==> src/l2_cache_settings.svh <==
// Size constants for the shared L2 cache, included by the package, every RTL file and the testbench
`ifndef L2_CACHE_SETTINGS_SVH
`define L2_CACHE_SETTINGS_SVH

// Number of cores that can send requests to the L2
`define L2_NUM_CORES 4

// Width of one cache line in bits, which is also the unit of every transfer
`define L2_LINE_BITS 128

// Width of a line address, so byte offsets within a line are not carried at all
`define L2_ADDR_BITS 26

// Sets in the direct-mapped tag and line arrays
`define L2_NUM_SETS 16

// Entries in the bus interface miss queue, a power of two
`define L2_MISS_QUEUE_DEPTH 8

`endif

==> src/l2_cache_pkg.sv <==
// Types shared by the L2 cache pipeline and its testbench, pulled in by a wildcard import
`include "l2_cache_settings.svh"

package l2_cache_pkg;
	// Index of a requesting core, kept one bit wide even for a single core
	typedef logic [(`L2_NUM_CORES > 1 ? $clog2(`L2_NUM_CORES) : 1) - 1:0] core_id_t;

	// Address of a whole cache line
	typedef logic [`L2_ADDR_BITS - 1:0] l2_addr_t;

	// Payload of one cache line
	typedef logic [`L2_LINE_BITS - 1:0] cache_line_t;

	// The set index is taken from the low bits of the line address
	typedef logic [$clog2(`L2_NUM_SETS) - 1:0] l2_set_idx_t;

	// The tag holds whatever address bits the set index leaves over
	typedef logic [`L2_ADDR_BITS - $clog2(`L2_NUM_SETS) - 1:0] l2_tag_t;

	// Miss queue occupancy, wide enough to count a completely full queue
	typedef logic [$clog2(`L2_MISS_QUEUE_DEPTH + 1) - 1:0] miss_count_t;

	// States of the memory sequencer in the bus interface
	// Idle picks up the head of the miss queue, read_wait holds until memory answers,
	// restart sends the returned line back into the pipeline as a fill
	typedef enum logic [1:0]
	{
		bus_idle,
		bus_read_wait,
		bus_restart
	} bus_state_t;
endpackage

==> src/l2_bus_interface.sv <==
// L2 bus interface, queues misses and stores in order and sequences them on the memory port
`timescale 1ns/100ps
`include "l2_cache_settings.svh"

module l2_bus_interface
	import l2_cache_pkg::*;
(
	input clk,
	input reset,

	// From the data stage
	input miss_push,
	input miss_store,
	input core_id_t miss_core,
	input l2_addr_t miss_addr,
	input cache_line_t miss_data,

	// Restarts and flow control to the arbitration stage
	output logic bi_restart,
	output core_id_t bi_restart_core,
	output l2_addr_t bi_restart_addr,
	output cache_line_t bi_fill_data,
	output logic bi_collided,
	output logic bi_stall,

	// External memory port
	output logic mem_read_req,
	output logic mem_write_req,
	output l2_addr_t mem_addr,
	output cache_line_t mem_write_data,
	input mem_read_valid,
	input cache_line_t mem_read_data
);

	localparam ptr_bits = $clog2(`L2_MISS_QUEUE_DEPTH);

	// Miss queue storage, one entry per store or missed load
	logic fifo_store[`L2_MISS_QUEUE_DEPTH];
	core_id_t fifo_core[`L2_MISS_QUEUE_DEPTH];
	l2_addr_t fifo_addr[`L2_MISS_QUEUE_DEPTH];
	cache_line_t fifo_data[`L2_MISS_QUEUE_DEPTH];

	logic [ptr_bits - 1:0] rd_ptr;
	logic [ptr_bits - 1:0] wr_ptr;
	miss_count_t miss_count;
	bus_state_t state;

	// Most recently filled line, still resident because nothing else has filled since
	l2_addr_t last_fill_addr;
	logic last_fill_valid;
	cache_line_t fill_data;

	logic head_ready;
	logic head_collided;
	logic pop;

	// Head entry can be acted on only when the sequencer is free
	assign head_ready = state == bus_idle && miss_count != '0;
	assign head_collided = last_fill_valid && fifo_addr[rd_ptr] == last_fill_addr;

	assign mem_addr = fifo_addr[rd_ptr];
	assign mem_write_data = fifo_data[rd_ptr];
	assign mem_write_req = head_ready && fifo_store[rd_ptr];
	assign mem_read_req = head_ready && !fifo_store[rd_ptr] && !head_collided;

	// A load that missed on the line just filled is sent back without a memory read
	assign bi_collided = head_ready && !fifo_store[rd_ptr] && head_collided;
	assign bi_restart = bi_collided || state == bus_restart;
	assign bi_restart_core = fifo_core[rd_ptr];
	assign bi_restart_addr = fifo_addr[rd_ptr];
	assign bi_fill_data = fill_data;

	// Three spare entries absorb whatever is still in the arb, tag and data stages
	assign bi_stall = miss_count >= miss_count_t'(`L2_MISS_QUEUE_DEPTH - 3);

	// Stores leave as soon as memory takes them, loads once they are restarted
	assign pop = mem_write_req || bi_restart;

	always_ff @(posedge clk)
	begin
		if (miss_push)
		begin
			fifo_store[wr_ptr] <= miss_store;
			fifo_core[wr_ptr] <= miss_core;
			fifo_addr[wr_ptr] <= miss_addr;
			fifo_data[wr_ptr] <= miss_data;
		end
	end

	always_ff @(posedge clk, posedge reset)
	begin
		if (reset)
		begin
			rd_ptr <= '0;
			wr_ptr <= '0;
			miss_count <= '0;
		end
		else
		begin
			if (miss_push)
				wr_ptr <= wr_ptr + 1'b1;
			if (pop)
				rd_ptr <= rd_ptr + 1'b1;
			if (miss_push && !pop)
				miss_count <= miss_count + 1'b1;
			else if (pop && !miss_push)
				miss_count <= miss_count - 1'b1;
		end
	end

	// Only one read is ever outstanding, so the sequencer waits in read_wait
	always_ff @(posedge clk, posedge reset)
	begin
		if (reset)
		begin
			state <= bus_idle;
			last_fill_valid <= 1'b0;
		end
		else
		begin
			unique case (state)
				bus_idle:
				begin
					if (mem_read_req)
						state <= bus_read_wait;
				end

				bus_read_wait:
				begin
					if (mem_read_valid)
						state <= bus_restart;
				end

				bus_restart:
				begin
					state <= bus_idle;
					last_fill_valid <= 1'b1;
				end

				default:
					state <= bus_idle;
			endcase
		end
	end

	always_ff @(posedge clk)
	begin
		if (state == bus_read_wait && mem_read_valid)
			fill_data <= mem_read_data;
		if (state == bus_restart)
			last_fill_addr <= fifo_addr[rd_ptr];
	end
endmodule

==> config.mk <==
export PLATFORM = sky130hd
export DESIGN_NAME = l2_bus_interface
export DESIGN_NICKNAME = d
export VERILOG_FILES = /design/src/l2_cache_pkg.sv /design/src/l2_bus_interface.sv
export VERILOG_INCLUDE_DIRS = /design/src /design/src/src
export SDC_FILE = /design/constraint.sdc
export NUM_CORES = 1
export LEC_CHECK = 0
export BUFFER_PORTS_ARGS = -buffer_cell sky130_fd_sc_hd__clkbuf_2
export CORE_ASPECT_RATIO = 0.5
export CORE_UTILIZATION = 35
export CTS_CLUSTER_SIZE = 14
export DETAILED_ROUTE_END_ITERATION = 10
export MAX_ROUTING_LAYER = met4
export PLACE_DENSITY = 0.6
export SETUP_SLACK_MARGIN = 0.2
export SKIP_LAST_GASP = 1
export SLEW_MARGIN = 20
export SYNTH_ARGS = -nofsm -noshare
export SYNTH_HDL_FRONTEND = slang
export SYNTH_SLANG_ARGS = --single-unit
==> constraint.sdc <==
create_clock -name clk -period 12.5 [get_ports clk]
set_clock_uncertainty 0.05 [all_clocks]
set_input_delay 2.5 -clock clk [delete_from_list [all_inputs] [get_ports clk]]
set_output_delay 2.5 -clock clk [all_outputs]
set_load 0.03 [all_outputs]
=== After elaboration in Yosys (flattened, before gate mapping) ===
Memories as Yosys holds them, arrays and structs flattened.
Index checks and enable logic that the tools add are counted.

* Memories: 4
* Memory bits (read-only): 0
* Latch bits: 0
* Bits in writable memories: 1,256
* Flip-flop bits (word level): 167
* Logic and storage cells: 47

* Bitwise logic cells: 0
* Add/subtract/negate cells: 4
* $lt $le $gt $ge: 1
* Eq/ne operators: 5
* Shifts and indexed selects: 0
* Multiply operators: 0
* Div/mod/pow operators: 0
* Reduce and logical (&&, ||, !) cells: 19
* Mux-type cells: 7

{| class="wikitable"
|+ Memories
! memory !! words !! width !! rd ports !! clocked after Yosys merged registers in !! wr ports !! line !! text
|-
| fifo_data || 8 || 128 || 1 || 0 || 1 || l2_bus_interface.sv:41 || <nowiki>cache_line_t fifo_data[`L2_MISS_QUEUE_DEPTH];</nowiki>
|-
| fifo_addr || 8 || 26 || 1 || 0 || 1 || l2_bus_interface.sv:40 || <nowiki>l2_addr_t fifo_addr[`L2_MISS_QUEUE_DEPTH];</nowiki>
|-
| fifo_core || 8 || 2 || 1 || 0 || 1 || l2_bus_interface.sv:39 || <nowiki>core_id_t fifo_core[`L2_MISS_QUEUE_DEPTH];</nowiki>
|-
| fifo_store || 8 || 1 || 1 || 0 || 1 || l2_bus_interface.sv:38 || <nowiki>logic fifo_store[`L2_MISS_QUEUE_DEPTH];</nowiki>
|}

{| class="wikitable"
|+ Operators with widths
! operator !! count
|-
| 26-bit equality test || 1
|-
| 1-bit logical AND || 9
|-
| 4-bit 2-to-1 mux || 2
|-
| 3-bit by 1-bit adder with 3-bit output, second input constant || 2
|-
| 4-bit by 1-bit adder with 4-bit output, second input constant || 1
|-
| 4-bit by 3-bit greater-or-equal comparator with 1-bit output, second input constant || 1
|-
| 1-bit logical NOT || 4
|-
| 2-bit 2-to-1 mux || 2
|-
| 2-bit inequality test, second input constant || 2
|-
| 2-bit case mux with 2 select lines || 1
|-
| 4-bit nonzero test || 1
|-
| 4-bit by 1-bit subtractor with 4-bit output, second input constant || 1
|-
| 2-bit by 1-bit equality test with 1-bit output, second input constant || 1
|-
| 2-bit equality test, second input constant || 1
|-
| 2-bit logical NOT || 1
|-
| 1-bit logical OR || 2
|-
| 1-bit 2-to-1 mux || 2
|-
| 2-bit AND reduction || 1
|-
| 2-bit nonzero test || 1
|}

=== Depth between registers and ports, before layout ===
* Depth after elaboration: 9
* Depth in mapped cells: 19
* Gate-level depth less buffers: 15

=== Worst setup path before layout ===
Ideal clock, no wire load.

* Path kind: input to register
* Start point: input miss_push
* End point: memory fifo_addr[0][0] (netlist bit), enable pin
* Required time: 11.584 ns
* Library setup time: 0.866 ns
* Path buffers: 0
* Cell stages on the path: 2
* Slack: -1.594 ns
* Arrival time: 13.178 ns
* Cells stage by stage: nand2b_1 > nor3_1

* Cells in the longest elaborated chain, start to end: 2

{| class="wikitable"
|+ Ends and longest elaborated chain
! what !! line !! text
|-
| start, declared || l2_bus_interface.sv:12 || <nowiki>input miss_push,</nowiki>
|-
| 1-bit 2-to-1 mux || l2_bus_interface.sv:81 || <nowiki>if (miss_push)</nowiki>
|-
| 1-bit 2-to-1 mux (not written as such) || l2_bus_interface.sv:85 || <nowiki>fifo_addr[wr_ptr] <= miss_addr;</nowiki>
|-
| end, declared || l2_bus_interface.sv:40 ||
|}

Every way passes these cells.

=== Worst setup path after layout ===
* Start point: register rd_ptr[1]
* End point: output mem_write_data[86]

* Cells in the longest elaborated chain, start to end: 1

{| class="wikitable"
|+ Ends and longest elaborated chain
! what !! line !! text
|-
| start, declared || l2_bus_interface.sv:43 || <nowiki>logic [ptr_bits - 1:0] rd_ptr;</nowiki>
|-
| start signal, assigned || l2_bus_interface.sv:103 || <nowiki>rd_ptr <= rd_ptr + 1'b1;</nowiki>
|-
| memory 8 x 128 bit || n/a ||
|-
| end, declared || l2_bus_interface.sv:30 || <nowiki>output cache_line_t mem_write_data,</nowiki>
|}

Every way passes these cells.

==> results.md <==
* First-pass GRT wire length at 180,000 um
* I/O Buffers at 603
* Drt total wl at 125,000 um
* CP Capture Type: primary output
* Count of mapped cells out of synthesis at 2,224
* Final Util at 0.417
* Crit path capture: mem_write_data[86]
* Final setup vio count at 0
* Die Area at 0.154 mm2
* Largest net degree at the start of global routing at 140
* Proportion of layout cells with a drive suffix above 1 at 0.428
* Initial Util at 0.356
* Initial antenna violation count at 18
* CORE AREA at 0.150 mm2
* Reg-to-Reg End: miss_count[3]$_DFFE_PP0P_
* Synth area leaders: edfxtp_1 79%, mux4_2 12%, mux2_2 3.4%, mux2i_1 1.0%, dfrtp_1 0.61%
* Root buffer cell: clkbuf_16
* R2R setup slack at 7.08 ns
* H-tree depth at 4
* Path depth of the worst reg2reg path at 16
* Cts hold-fix bufs at 0
* Max-slew violation count at 0
* Final setup margin at 4.57 ns
* Hold crit path type: reg -> reg
* Lkg Pwr at 20.8 nW
* Max_cap viols at 0
* Syn Std Cell Area at 0.0533 mm2
* Fill cells at 12,900
* Count leader, synth: edfxtp_1
* Setup crit start: rd_ptr[1]$_DFFE_PP0P_
* Fin. Hold Viols at 0
* Top_reg_cell synth: edfxtp_1
* Clk slew on worst S/H paths at 0.06 ns
* Post-synth EDFFs at 1,410
* Number of routed nets with antenna violations at 0
* Post-CTS sizing at 0
* RSZ-0062 raised after global routing: false
* Slew headroom at 0.292
* DRC at 0
* Peak VDD IR at 250 uV
* Initial drt markers at 1,971
* Number of global-route vias before repair at 25,500
* Origin of the critical flop-to-flop path: rd_ptr[2]$_DFFE_PP0P_
* Total CTS buffers at 139
* Post-layout min period at 7.93 ns
* Nets at 3,174
* CP arrival at 5.38 ns
* Setup Slack @ Placement at 5.25 ns
* Startpoint Class: flop
* Area leader, netlist: edfxtp_1
* Avg Vias per Cell at 4.92
* Status: finished, final reports clean
* Power Dens Cells at 250 mW/mm2
* Layout area overhead at 17.4%
* FFs w/ async S/R, synth at 0.00914
* CTS Sinks at 1,423
* # rows at 100
* Post-CTS setup buffer count at 0
* Crit path max fanout at 139
* Multi-input gate area at 0.00997 mm2
* Yosys cell types at 55
* Via count at 24,400
* Routability congestion estimate at 0.840
* DR WL/cell at 25.2 um
* Synthesized area per cell at 24.0 um2
* Synth Register Bits at 1,423
* Post-DP HPWL at 72,900 um
* Sequential Area at 0.0427 mm2
* TritonCTS clock tree: built
* Post-synth top area share at 0.794
* Die height at 278 um
* Initial DRT Pass Iterations at 5
* Tcrit/Tclk final at 0.634
* Clk Latency, worst-skew pair at 0.77 ns
* IO Pins at 604
* Post-synth top cells: 1,410 x edfxtp_1, 281 x mux4_2, 162 x mux2_2
* WP data required at 9.95 ns
* Global route overflow at 0
* Yosys warns at 0
* Die width at 554 um
* Setup TNS at 0 ns
* FMAX at 126 MHz
* Total GRT Usage at 0.165
* Seq/Total Area, Yosys at 0.800
* Worst Tran Pin Value at 1.06 ns
* Clock tree buffer depth at 4
* Post-Syn Nets at 2,519
* Critical path class: reg -> out
[how the worst min path moves through the flow]
stage                                            from                     endpoint  slack (ns)  cells past startpoint
after floorplan           last_fill_valid$_DFFE_PP0P_  last_fill_valid$_DFFE_PP0P_        0.40                      1
after global placement      miss_count[3]$_DFFE_PP0P_    miss_count[3]$_DFFE_PP0P_        0.42                      1
after detailed placement    miss_count[3]$_DFFE_PP0P_    miss_count[3]$_DFFE_PP0P_        0.44                      1
after CTS                   miss_count[3]$_DFFE_PP0P_    miss_count[3]$_DFFE_PP0P_        0.44                      1
after global routing        miss_count[3]$_DFFE_PP0P_    miss_count[3]$_DFFE_PP0P_        0.49                      1
final                       miss_count[3]$_DFFE_PP0P_    miss_count[3]$_DFFE_PP0P_        0.45                      1
[critical path, cell delays in order, from the launching register on]
cell and delay, ns:
dfrtp_4 0.88, buf_12 0.65, buf_4 0.94, buf_4 0.86, mux4_2 0.42, mux2_2 0.28, clkbuf_2 0.24
[cell type report]
| type | count | area share |
|---|---|---|
| diodes | 21 | 0.000839 |
| clock buffers | 179 | 0.0586 |
| clock inverters | 42 | 0.00545 |
| inverters | 17 | 0.00102 |
| multi-input cells | 666 | 0.159 |
| flip-flops and latches | 1423 | 0.681 |
| well taps | 1989 | 0.0397 |
| repair buffers | 632 | 0.0537 |
[per-layer routing]
layer | GRT usage | routed length [um]
met1 | 0.212 | 53700
met2 | 0.268 | 63500
met3 | 0.0281 | 5250
met4 | 0.0499 | 2840
met5 | - | 0
[power by group]
part	switching (mW)	internal (mW)	total, mW	leakage (nW)
clock	1.71	2.15	3.86	1.94
sequential	0.267	6.05	6.31	13.0
combinational	3.47	1.98	5.45	5.89
[sequential cells by signal, summed over array words and instances (netlist names)]
register and flops:
bi_fill_data 128, fifo_data 1024, rd_ptr 3, wr_ptr 3, last_fill_valid 1, fifo_store 8, miss_count 4, state 2
last_fill_addr 26, fifo_addr 208, fifo_core 16
[metrics by stage]
| step | cell area, um2 | std cells | power, mW | hold WS, ns |
|---|---|---|---|---|
| 5_1_grt | 62600 | 4966 | 16.3 | 0.495 |
| 4_1_cts | 62600 | 4948 | 15.9 | 0.444 |
| 2_1_floorplan | 53400 | 2224 | 10.5 | 0.398 |
| 3_3_place_gp | 58600 | 4727 | 11.9 | 0.423 |
| 3_5_place_dp | 58600 | 4727 | 12.0 | 0.435 |
| 6_report | 62600 | 4969 | 15.6 | 0.447 |
[layout by cell type (no fill, tap or decap), types with 4 or more instances in the layout]
master | netlist | final
o21ai_0 | 5 | 5
ha_1 | 5 | 5
a22oi_1 | 4 | 4
xnor2_1 | 20 | 20
diode_2 | 0 | 21
mux2_2 | 162 | 162
nand4_1 | 6 | 6
clkinv_2 | 0 | 6
o22ai_1 | 15 | 15
edfxtp_1 | 1410 | 1410
clkbuf_1 | 47 | 38
inv_6 | 0 | 9
clkbuf_16 | 0 | 141
clkinv_1 | 0 | 18
buf_4 | 29 | 18
inv_1 | 17 | 17
nand2_1 | 5 | 5
bufinv_16 | 0 | 4
dfrtp_1 | 13 | 10
nor2b_1 | 4 | 4
o21a_1 | 7 | 7
nor2_4 | 0 | 6
nand2b_1 | 7 | 7
buf_12 | 3 | 10
mux2i_1 | 55 | 55
nor3_1 | 16 | 14
mux4_2 | 281 | 281
nor2_1 | 23 | 17
clkbuf_2 | 0 | 603
[kinds of logic after synthesis]
family | synth area share
muxes | 0.164
AOI/OAI and AO/OA | 0.00575
and+or+nand+nor | 0.0100
buffers and inverters | 0.0148
adders and majority gates | 0.00155
DFF | 0.800
xor gates and xnor gates | 0.00378
Power figures use the tool's default switching activity.
