$ cat config.mk
export PLATFORM = sky130hd
export DESIGN_NAME = l2_cache_tag
export DESIGN_NICKNAME = d
export VERILOG_FILES = /design/src/l2_cache_pkg.sv /design/src/l2_cache_tag.sv
export VERILOG_INCLUDE_DIRS = /design/src /design/src/src
export SDC_FILE = /design/constraint.sdc
export NUM_CORES = 1
export LEC_CHECK = 0
export BUFFER_PORTS_ARGS = -buffer_cell sky130_fd_sc_hd__buf_2
export CAP_MARGIN = 25
export CORE_ASPECT_RATIO = 1.5
export CORE_MARGIN = 5
export CORE_UTILIZATION = 41
export CTS_CLUSTER_SIZE = 16
export DETAILED_ROUTE_END_ITERATION = 10
export PLACE_DENSITY = 0.75
export REMOVE_ABC_BUFFERS = 1
export SYNTH_ARGS = -nofsm -noshare
export SYNTH_HDL_FRONTEND = slang
export SYNTH_SLANG_ARGS = --single-unit
$ cat constraint.sdc
create_clock -name clk -period 2.41 [get_ports clk]
set_input_delay 0 -clock clk [delete_from_list [all_inputs] [get_ports clk]]
set_output_delay 0 -clock clk [all_outputs]
set_load 0.05 [all_outputs]
$ cat src/l2_cache_settings.svh
// Size constants for the shared L2 cache, included by the package, every RTL file and the testbench
`ifndef L2_CACHE_SETTINGS_SVH
`define L2_CACHE_SETTINGS_SVH

// Number of cores that can send requests to the L2
`define L2_NUM_CORES 4

// Width of one cache line in bits, which is also the unit of every transfer
`define L2_LINE_BITS 128

// Width of a line address, so byte offsets within a line are not carried at all
`define L2_ADDR_BITS 26

// Sets in the direct-mapped tag and line arrays
`define L2_NUM_SETS 16

// Entries in the bus interface miss queue, a power of two
`define L2_MISS_QUEUE_DEPTH 8

`endif

$ cat src/l2_cache_pkg.sv
// Types shared by the L2 cache pipeline and its testbench, pulled in by a wildcard import
`include "l2_cache_settings.svh"

package l2_cache_pkg;
	// Index of a requesting core, kept one bit wide even for a single core
	typedef logic [(`L2_NUM_CORES > 1 ? $clog2(`L2_NUM_CORES) : 1) - 1:0] core_id_t;

	// Address of a whole cache line
	typedef logic [`L2_ADDR_BITS - 1:0] l2_addr_t;

	// Payload of one cache line
	typedef logic [`L2_LINE_BITS - 1:0] cache_line_t;

	// The set index is taken from the low bits of the line address
	typedef logic [$clog2(`L2_NUM_SETS) - 1:0] l2_set_idx_t;

	// The tag holds whatever address bits the set index leaves over
	typedef logic [`L2_ADDR_BITS - $clog2(`L2_NUM_SETS) - 1:0] l2_tag_t;

	// Miss queue occupancy, wide enough to count a completely full queue
	typedef logic [$clog2(`L2_MISS_QUEUE_DEPTH + 1) - 1:0] miss_count_t;

	// States of the memory sequencer in the bus interface
	// Idle picks up the head of the miss queue, read_wait holds until memory answers,
	// restart sends the returned line back into the pipeline as a fill
	typedef enum logic [1:0]
	{
		bus_idle,
		bus_read_wait,
		bus_restart
	} bus_state_t;
endpackage

$ cat src/l2_cache_tag.sv
// Second L2 pipeline stage, looks up the direct-mapped tag array and installs tags for fills
`timescale 1ns/100ps
`include "l2_cache_settings.svh"

module l2_cache_tag
	import l2_cache_pkg::*;
(
	input clk,
	input reset,

	// From the arbitration stage
	input arb_valid,
	input core_id_t arb_core,
	input arb_store,
	input l2_addr_t arb_addr,
	input cache_line_t arb_data,
	input arb_is_fill,
	input cache_line_t arb_fill_data,

	// To the data stage
	output logic tag_valid,
	output core_id_t tag_core,
	output logic tag_store,
	output l2_addr_t tag_addr,
	output cache_line_t tag_data,
	output logic tag_is_fill,
	output cache_line_t tag_fill_data,
	output logic tag_hit
);

	localparam set_bits = $bits(l2_set_idx_t);

	// One tag and one valid bit per set
	l2_tag_t tag_array[`L2_NUM_SETS];
	logic [`L2_NUM_SETS - 1:0] line_valid;

	l2_set_idx_t lookup_set;
	l2_tag_t lookup_tag;
	logic lookup_hit;
	logic install;

	// Split the line address into set index and tag
	assign lookup_set = arb_addr[set_bits - 1:0];
	assign lookup_tag = arb_addr[`L2_ADDR_BITS - 1:set_bits];

	assign lookup_hit = line_valid[lookup_set] && tag_array[lookup_set] == lookup_tag;

	// A fill replaces whatever line lived in its set
	assign install = arb_valid && arb_is_fill;

	// Tag is written at the same edge that moves the fill on
	// so the request right behind it already sees the new line
	always_ff @(posedge clk)
	begin
		if (install)
			tag_array[lookup_set] <= lookup_tag;
	end

	// All lines start out invalid
	always_ff @(posedge clk, posedge reset)
	begin
		if (reset)
			line_valid <= '0;
		else if (install)
			line_valid[lookup_set] <= 1'b1;
	end

	always_ff @(posedge clk, posedge reset)
	begin
		if (reset)
		begin
			tag_valid <= 1'b0;
			tag_is_fill <= 1'b0;
		end
		else
		begin
			tag_valid <= arb_valid;
			tag_is_fill <= arb_is_fill;
		end
	end

	// A fill always counts as a hit since it brings its own line
	always_ff @(posedge clk)
	begin
		tag_core <= arb_core;
		tag_store <= arb_store;
		tag_addr <= arb_addr;
		tag_data <= arb_data;
		tag_fill_data <= arb_fill_data;
		tag_hit <= arb_is_fill || lookup_hit;
	end
endmodule

* Word-level counts from Yosys, hierarchy flattened *
Memories as Yosys holds them, arrays and structs flattened.
Index checks and enable logic that the tools add are counted.

word-level totals
  logic and storage cells = 24
  output and inout port bits = 288
  memory bits (read-only) = 0
  bits in registers = 304
  bits in latches = 0
  RAM bits = 352
  bits of input ports = 289
  memories = 1

memory list
  name       depth  width  read ports  clocked after memory_dff  write ports  line                text
  tag_array  16     22     1           0                         1            l2_cache_tag.sv:34  l2_tag_t tag_array[`L2_NUM_SETS];

cells by class
  divide/modulo/power cells = 0
  $lt $le $gt $ge = 2
  add/subtract/negate cells = 0
  multiply operators = 0
  bitwise operators = 1
  shift operators = 0
  reductions and logical operators = 4
  eq/ne operators = 1
  mux-type cells = 6

operator list
  operator                                                                       number
  22-bit == test                                                                 1
  16-bit OR                                                                      1
  4-bit by 5-bit less-than comparator with 1-bit output (second input constant)  1
  1-bit binary-select mux with 4-bit select                                      1
  1-bit demux with 4-bit select                                                  1
  4-bit by 1-bit >= comparator with 1-bit output (second input constant)         1
  1-bit 2-to-1 mux                                                               4
  1-bit logical AND                                                              3
  1-bit logical OR                                                               1

* Depth between registers and ports, before layout *
Gate-level depths: netlist (run 1).

  depth after elaboration = 5
  gate-level depth with buffers = 12
  gate-level depth less buffers = 7

* Least setup slack after synthesis (run 1) *
OpenSTA, ideal clock, no wires.

  path type = input to register
  start point = in arb_addr[0]
  end point = mem tag_array[14][0] (netlist name), enable pin
  library setup time = 402 ps
  data required time = 2008 ps
  cell stages on the path = 7
  path slack = -16 ps
  data arrival time = 2025 ps
  buffers on the path = 5
  path through = buf_4 > buf_12 > buf_12 > buf_12 > buf_4 > nand4b_1 > nor2_1

RTL lines
  item         line                text
  from (decl)  l2_cache_tag.sv:15  input l2_addr_t arb_addr,
  to (decl)    l2_cache_tag.sv:34

No word-level cell before the write port.

* Final worst setup path (run 1) *
  start point = mem tag_array[2][4] (netlist name)
  end point = reg tag_hit

between the ends
  cells in the longest elaborated chain, start to end = 4

ends and longest elaborated chain
  item                  line                text
  memory 16 x 22 bit    -
  22-bit == test        l2_cache_tag.sv:46  assign lookup_hit = line_valid[lookup_set] && tag_array[lookup_set] == lookup_tag;
  1-bit logical AND     l2_cache_tag.sv:46
  1-bit logical OR      l2_cache_tag.sv:90  tag_hit <= arb_is_fill || lookup_hit;
  to (signal assigned)  l2_cache_tag.sv:90
  to (decl)             l2_cache_tag.sv:28  output logic tag_hit

Every way passes these cells.
A chain may end at the register's enable or synchronous reset.

==> results of run 1 <==
[synthesized netlist by cell type (3+ instances only)]
cell	instances	area share
a21oi_1	9	0.0022
a221oi_1	7	0.0030
a22oi_1	11	0.0040
and3_1	4	0.0012
buf_12	5	0.0049
buf_2	10	0.0024
buf_4	4	0.0015
buf_6	4	0.0022
clkbuf_1	5	0.00091
dfrtp_1	18	0.022
dfxtp_1	286	0.28
edfxtp_1	352	0.51
inv_1	9	0.0016
mux2i_1	47	0.023
mux4_1	20	0.026
mux4_2	55	0.060
nand2_1	28	0.0051
nand3_1	3	0.00073
nor2_1	25	0.0046
nor3_1	7	0.0017
o21a_1	4	0.0015
o21ai_0	9	0.0022
o21ai_1	3	0.00073
o221ai_1	4	0.0017
o22ai_1	5	0.0015
or2_0	4	0.0012
or2_2	17	0.0052
xnor2_1	13	0.0055
xor2_1	7	0.0030
[cell families after synthesis]
kind of cell    after synthesis  synth area share
flops                       656             0.815
mux                         123             0.109
simple gates                101            0.0247
compound gates               72            0.0261
buf+inv                      44            0.0164
xor+xnor                     20           0.00852
[final timing paths]
| path | startpoint | end | slack, ps | depth (start not counted) |
|---|---|---|---|---|
| max reg2reg | tag_array[2][4] | tag_hit | -10 | 7 |
| min in group asynchronous | reset | tag_is_fill | 60 | 3 |
| max | tag_array[2][4] | tag_hit | -10 | 7 |
| max in group asynchronous | reset | line_valid[14] | 1820 | 3 |
| min | arb_fill_data[89] | tag_fill_data[89] | 30 | 2 |
| min reg2reg | line_valid[7] | line_valid[7] | 460 | 1 |
[layout by cell type (no fill, tap or decap), types with 18 or more instances in the layout]
cell and n:
edfxtp_1 352, nand2_1 28, buf_4 87, mux4_1 19, dlygate4sd3_1 293, dfxtp_1 286, dfrtp_1 18, buf_2 575
mux2i_1 47, mux4_2 56, clkbuf_16 58
[power breakdown]
part,leakage (uW),total (uW),switching (uW),internal [uW]
clock,0.000948,9290,4110,5190
sequential,0.00579,12400,227,12200
combinational,0.00528,2840,1800,1040
total,0.0120,24500,6130,18400
[worst max-delay path, cell delays in order, from the launching register on]
cell	delay [ps]
edfxtp_1	390
mux4_2	450
or2_0	230
a21oi_2	180
nor3_1	80
or4_4	540
nor4_4	290
a41o_1	200
[sequential cells by signal, summed over array words and instances (netlist names)]
name,flops
tag_core,2
tag_addr,26
tag_fill_data,128
tag_store,1
tag_hit,1
tag_is_fill,1
line_valid,16
tag_valid,1
tag_array,352
tag_data,128
[final cells by class]
cell class	count	area [um^2]	share of cell area
Antenna cell	11	27.5	0.000927
Tap cell	663	830	0.0279
Clock inverter	32	303	0.0102
Timing Repair Buffer	962	6600	0.222
Clock buffer	75	1620	0.0545
Inverter	10	37.5	0.00126
Sequential cell	656	16700	0.564
Multi-Input combinational cell	316	3520	0.119
[metrics by stage]
step / setup TNS, ps / utilization
final: -12.1 / 0.598
after global routing: -128 / 0.597
after CTS: -1.22 / 0.597
after detailed placement: -256 / 0.499
after global placement: -156 / 0.499
after floorplan: 0 / -
[layer usage]
| metal | wire, um | track usage | vias to the layer above |
|---|---|---|---|
| li1 | - | - | 5887 |
| met3 | 8980 | 0.0886 | 178 |
| met4 | 3740 | 0.110 | 6 |
| met2 | 36300 | 0.438 | 954 |
| met5 | 35 | 0 | - |
| met1 | 28100 | 0.351 | 6927 |
[what timing repair did]
item | in CTS | in global routing
endpoints found under the setup margin | 1 | 1
resized for setup | 5 | 2
hold buffers | 293 | 0
endpoints found under the hold margin | 657 | 0
pin swaps | 6 | 1
==> impl_metrics.json, run 1 <==
{
  "avgSynthCellArea_um2": 20.2,
  "cp.arrival_ps": 2970,
  "grt_start_max_net_pins": 22,
  "critPathRequiredTime_ps": 2960,
  "antenna_left": 0,
  "final_area_um2": 29700,
  "pre_cts_ws_ps": -256,
  "grt_pass1_vias": 14600,
  "cts_tree": "done",
  "path_class": "register to register",
  "antenna_found_initial": 24,
  "viasPerCell": 5.12,
  "port_buffers": 576,
  "io_pins": 577,
  "hold_path.class": "input pin to register",
  "cts_htree_levels": 2,
  "die_h_um": 284,
  "irDropWorstVdd_uv": 766,
  "wl_per_cell_um": 28.3,
  "place_inst": 2314,
  "async_reset_ff_frac": 0.0274,
  "ys_warn_count": 0,
  "setup_ws_ps": -12.1,
  "clock_path_buffers": 3,
  "status": "finished, violations left",
  "leakage_uw": 0.0120,
  "dp_hpwl_mm": 57.4,
  "gp_congestion": 0.954,
  "grt_pass1_wl_mm": 107,
  "finalNonFillerCells": 2725,
  "place_area_um2": 24800,
  "cap_violations": 0,
  "cts_sinks": 656,
  "drv_slew": 0,
  "routed_wirelength_mm": 77.2,
  "clk_latency_ps": 610,
  "finalClockSkew_ps": 27.8,
  "hold_violations": 0,
  "fin_crit_sh": 1.01,
  "drive_gt1_frac": 0.425,
  "initialDrtViolationCount": 1228,
  "ys.flop_type": "edfxtp_1",
  "core-area_um2": 49700,
  "slew_headroom": 0.479,
  "grt_usage": 0.276,
  "nets": 2292,
  "root_buffer": "clkbuf_16",
  "cts_buffers": 57,
  "clkSlewWorstSetupHoldPaths_ps": 70,
  "power.total_uw": 24500,
  "cts_setup_buffers": 0,
  "row_count": 100,
  "rsz0062_at_grt": "yes",
  "synth_cells": 1016,
  "timing.fmax_mhz": 413,
  "path_max_fanout": 2,
  "finalSetupViolCount": 1,
  "grt_overflow": 0,
  "fp.dieArea_um2": 54800,
  "period_minus_slack_ps": 2420,
  "drt_first_pass_iters": 5,
  "drc": 0,
  "yosysSeqAreaShare": 0.815,
  "start_util": 0.414,
  "fillers": 3638,
  "ys_types": 63,
  "die_w_um": 193,
  "whs_ps": 25.9,
  "dr_total_vias": 14000,
  "ys_seq_elements": 656,
  "start_kind": "register",
  "synth_edf_count": 352,
  "area_delta_synth_final_pct": 44.4,
  "tightest_slew_ps": 781,
  "end_kind": "register",
  "powerDensity_nw_per_um2": 826,
  "syn_area_um2": 20500,
  "violations": "setup timing"
}
Power figures use the tool's default switching activity.
==> run 2, diff against run 1 <==
CORE_ASPECT_RATIO = not set   (was 1.5)
GPL_ROUTABILITY_DRIVEN = 1   (was not set)
==> impl_metrics.json, run 2 (same netlist as run 1, synthesis figures left out) <==
{
  "startpoint": "tag_array[3][4]",
  "rsz0062_at_grt": "yes",
  "grt_start_max_net_pins": 24,
  "largest_register": "tag_array",
  "hold_path.class": "input pin to register",
  "powerDensity_nw_per_um2": 873,
  "die_h_um": 234,
  "setup_ws_ps": -124,
  "wl_per_cell_um": 30.9,
  "clock_path_buffers": 3,
  "gp_congestion": 1.08,
  "cp.buffers_inverters": 0,
  "cpPeakStageDelay_ps": 540,
  "whs_ps": 34.5,
  "cts_setup_buffers": 0,
  "dr_total_vias": 14200,
  "drc": 0,
  "cts_sinks": 656,
  "path_depth": 7,
  "routed_wirelength_mm": 84.4,
  "start_util": 0.412,
  "drt_first_pass_iters": 6,
  "area_delta_synth_final_pct": 45.9,
  "cpMaxStageDelayCell": "or4_4",
  "cp_top_family": "simple AND/OR/NAND/NOR gates",
  "cts_tree": "done",
  "top_regs": "tag_array x352, tag_data x128, tag_fill_data x128",
  "initialDrtViolationCount": 1473,
  "power.total_uw": 26200,
  "grt_pass1_vias": 14600,
  "root_buffer": "clkbuf_16",
  "grt_overflow": 0,
  "grt_usage": 0.303,
  "clkSlewWorstSetupHoldPaths_ps": 60,
  "cp.arrival_ps": 3070,
  "tightest_slew_ps": 888,
  "rrSetupSlack_ps": -120,
  "fin_crit_sh": 1.05,
  "final_common_cell": "buf_2",
  "io_pins": 577,
  "status": "finished, violations left",
  "reg2reg_depth": 7,
  "hold_violations": 0,
  "viasPerCell": 5.19,
  "nets": 2284,
  "fp.dieArea_um2": 54700,
  "largest_reg_flops": 352,
  "drive_gt1_frac": 0.423,
  "critPathRequiredTime_ps": 2940,
  "path_class": "register to register",
  "period_minus_slack_ps": 2530,
  "clk_latency_ps": 610,
  "core-area_um2": 49900,
  "finalClockSkew_ps": 26.6,
  "antenna_left": 0,
  "irDropWorstVdd_uv": 588,
  "die_w_um": 234,
  "end_kind": "register",
  "finalSetupViolCount": 1,
  "start_kind": "register",
  "slew_headroom": 0.407,
  "crit_end": "tag_hit",
  "cts_buffers": 68,
  "path_cells": "mux4_2, or2_0, a21oi_2, nor3_1, or4_4, nor4_4, a41o_1",
  "fillers": 3676,
  "layout_common_cells": "buf_2 (575), edfxtp_1 (352), dlygate4sd3_1 (287), dfxtp_1 (286), clkbuf_16 (73)",
  "dp_hpwl_mm": 64.4,
  "drv_slew": 0,
  "row_count": 82,
  "reg2reg_from": "tag_array[3][4]",
  "antenna_found_initial": 13,
  "timing.fmax_mhz": 395,
  "leakage_uw": 0.0121,
  "path_max_fanout": 2,
  "worstReg2RegEnd": "tag_hit",
  "cap_violations": 0,
  "violations": "setup timing",
  "grt_pass1_wl_mm": 115,
  "cts_htree_levels": 3,
  "port_buffers": 576
}
[run 2: how the worst min path moves through the flow]
stage	slack (ps)	to	cells past startpoint	start
6_report	30	tag_data[70]	2	arb_data[70]
5_1_grt	30	tag_fill_data[99]	2	arb_fill_data[99]
4_1_cts	2	tag_fill_data[29]	2	arb_fill_data[29]
3_5_place_dp	100	tag_fill_data[91]	1	arb_fill_data[91]
3_3_place_gp	100	tag_data[118]	1	arb_data[118]
2_1_floorplan	-60	line_valid[0]	1	reset
[run 2: what timing repair did]
item / in CTS / in global routing
resized for setup: 2 / 2
endpoints found under the setup margin: 1 / 1
hold buffers: 287 / 0
hold endpoints to repair: 657 / 0
[run 2: where the power goes]
group | leakage, uW | total, uW | switching, uW | internal [uW]
registers | 0.00579 | 12400 | 223 | 12200
clock network | 0.00115 | 10900 | 4380 | 6510
logic | 0.00520 | 2880 | 1870 | 1010
[run 2: metrics by stage]
step / utilization / cell area (um^2) / setup TNS [ps] / std cells / setup WS, ps
after global placement: 0.496 / 24700 / -178 / 2310 / -178
final: 0.601 / 30000 / -124 / 2731 / -124
after global routing: 0.601 / 30000 / -175 / 2727 / -175
after CTS: 0.601 / 30000 / -111 / 2722 / -111
after floorplan: - / 20200 / 0 / 982 / 233
after detailed placement: 0.496 / 24700 / -266 / 2310 / -175
[run 2: worst register-to-register path, delay by kind of cell (launching register included)]
| family | cells | cell delay (ps) |
|---|---|---|
| simple gates | 4 | 1220 |
| mux | 1 | 480 |
| compound gates | 2 | 420 |
| flops | 1 | 370 |
[run 2: metal layers]
| layer | wire length [um] | share of wire | up-vias | track usage |
|---|---|---|---|---|
| li1 | - | - | 5884 | - |
| met1 | 31900 | 0.38 | 7275 | 0.390 |
| met2 | 40700 | 0.48 | 841 | 0.489 |
| met3 | 8130 | 0.096 | 156 | 0.0875 |
| met4 | 3590 | 0.043 | 6 | 0.120 |
| met5 | 41 | 0.00049 | - | 0 |
[run 2: area by class of cell]
| class | instances | area [um^2] | share of cell area |
|---|---|---|---|
| Sequential cell | 656 | 16700 | 0.559 |
| Timing Repair Buffer | 943 | 6460 | 0.216 |
| Multi-Input combinational cell | 316 | 3520 | 0.117 |
| Clock buffer | 102 | 2070 | 0.0689 |
| Tap cell | 672 | 841 | 0.0280 |
| Clock inverter | 23 | 284 | 0.00947 |
| Inverter | 10 | 37.5 | 0.00125 |
| Antenna cell | 9 | 22.5 | 0.000751 |
==> run 3, diff against run 2 <==
CELL_PAD_IN_SITES_DETAIL_PLACEMENT = 2   (was not set)
CELL_PAD_IN_SITES_GLOBAL_PLACEMENT = 2   (was not set)
CORE_UTILIZATION = 37   (was 41)
PLACE_DENSITY = 0.89   (was 0.75)
==> impl_metrics.json, run 3 (same netlist as run 1, synthesis figures left out) <==
{
  "period_minus_slack_ps": 2570,
  "path_class": "register to register",
  "layout_common_cells": "buf_2 (575), edfxtp_1 (352), dlygate4sd3_1 (303), dfxtp_1 (286), buf_4 (88)",
  "gp_congestion": 1.04,
  "clk_latency_ps": 620,
  "cts_htree_levels": 3,
  "grt_overflow": 0,
  "critPathRequiredTime_ps": 2950,
  "slew_headroom": 0.373,
  "top_regs": "tag_array x352, tag_data x128, tag_fill_data x128",
  "drc": 0,
  "hold_end": "tag_fill_data[30]",
  "core-area_um2": 55100,
  "root_buffer": "clkbuf_16",
  "setup_ws_ps": -163,
  "status": "finished, violations left",
  "io_pins": 577,
  "end_kind": "register",
  "reg2reg_from": "tag_array[11][0]",
  "hp-start": "arb_fill_data[30]",
  "holdPathStages": 2,
  "initialDrtViolationCount": 1442,
  "port_buffers": 576,
  "largest_reg_flops": 352,
  "fin_crit_sh": 1.07,
  "viasPerCell": 5.30,
  "cts_sinks": 656,
  "timing.fmax_mhz": 389,
  "place_area_um2": 24900,
  "antenna_found_initial": 35,
  "row_count": 86,
  "rsz0062_at_grt": "yes",
  "power.total_uw": 26800,
  "drv_slew": 0,
  "drt_first_pass_iters": 5,
  "setup_tns_ps": -163,
  "largest_register": "tag_array",
  "finalClockSkew_ps": 19.8,
  "die_w_um": 246,
  "dr_total_vias": 15100,
  "dp_hpwl_mm": 78.2,
  "die_h_um": 246,
  "clkSlewWorstSetupHoldPaths_ps": 60,
  "irDropWorstVdd_uv": 448,
  "leakage_uw": 0.0123,
  "clock_path_buffers": 3,
  "reg2reg_depth": 7,
  "cts_tree": "done",
  "worstReg2RegEnd": "tag_hit",
  "finalCoreUtilization": 0.551,
  "violations": "setup timing",
  "cts_buffers": 71,
  "hold_violations": 0,
  "grt_start_max_net_pins": 22,
  "tightest_slew_ps": 939,
  "area_delta_synth_final_pct": 47.8,
  "start_util": 0.373,
  "wl_per_cell_um": 38.8,
  "fp.dieArea_um2": 60300,
  "final_common_cell": "buf_2",
  "cap_violations": 0,
  "powerDensity_nw_per_um2": 884,
  "drive_gt1_frac": 0.424,
  "grt_usage": 0.358,
  "grt_pass1_wl_mm": 147,
  "rrSetupSlack_ps": -160,
  "final_area_um2": 30400,
  "grt_pass1_vias": 16300,
  "antenna_left": 0,
  "nets": 2317,
  "routed_wirelength_mm": 111,
  "path_max_fanout": 2,
  "hold_path.class": "input pin to register",
  "cp.arrival_ps": 3110,
  "finalSetupViolCount": 1,
  "whs_ps": 42.8,
  "start_kind": "register"
}
run 3: how the worst max path moves through the flow:
stage                           from  endpoint  depth (start not counted)
finish              tag_array[11][0]   tag_hit                          7
global route        tag_array[15][0]   tag_hit                          7
CTS                  tag_array[0][4]   tag_hit                          7
detailed placement       arb_addr[0]   tag_hit                          8
global placement         arb_addr[0]   tag_hit                         10
floorplan            tag_array[3][4]   tag_hit                          7
run 3: routing by layer:
layer | up-vias | track usage | wire length (um)
li1 | 5962 | - | -
met5 | - | 0 | 69
met2 | 1006 | 0.618 | 55700
met3 | 225 | 0.0760 | 8210
met4 | 12 | 0.158 | 6290
met1 | 7909 | 0.434 | 40400
run 3: per-stage QoR:
step | setup slack, ps | std cells
final | -163 | 2850
after global routing | -149 | 2839
after CTS | -137 | 2832
after detailed placement | -259 | 2398
after global placement | -41.7 | 2398
after floorplan | 233 | 982
run 3: power breakdown:
group          internal [uW]  switching (uW)
clock network           6570            4760
registers              12200             229
logic                   1050            2070
total                  19800            7060
run 3: worst max-delay path, cell delays in order, from the launching register on:
cell	delay (ps)
edfxtp_1	440
mux4_2	560
o21ai_1	270
o22ai_1	170
a2111oi_1	570
buf_4	210
a32o_2	130
a41o_1	160
run 3: what timing repair did:
item	in CTS	in global routing
hold buffers	303	0
endpoints found under the hold margin	657	0
gates resized for setup	7	5
buffers inserted	1	1
endpoints found under the setup margin	1	1
pin swaps	1	2
run 3: cell type report:
| class | instances | area (um^2) |
|---|---|---|
| Sequential cell | 656 | 16700 |
| Tap cell | 748 | 936 |
| Timing Repair Buffer | 973 | 6700 |
| Inverter | 10 | 37.5 |
| Clock buffer | 115 | 2230 |
| Fill cell | 4914 | 24700 |
| Clock inverter | 15 | 143 |
| Multi-Input combinational cell | 316 | 3540 |
| Antenna cell | 17 | 42.5 |
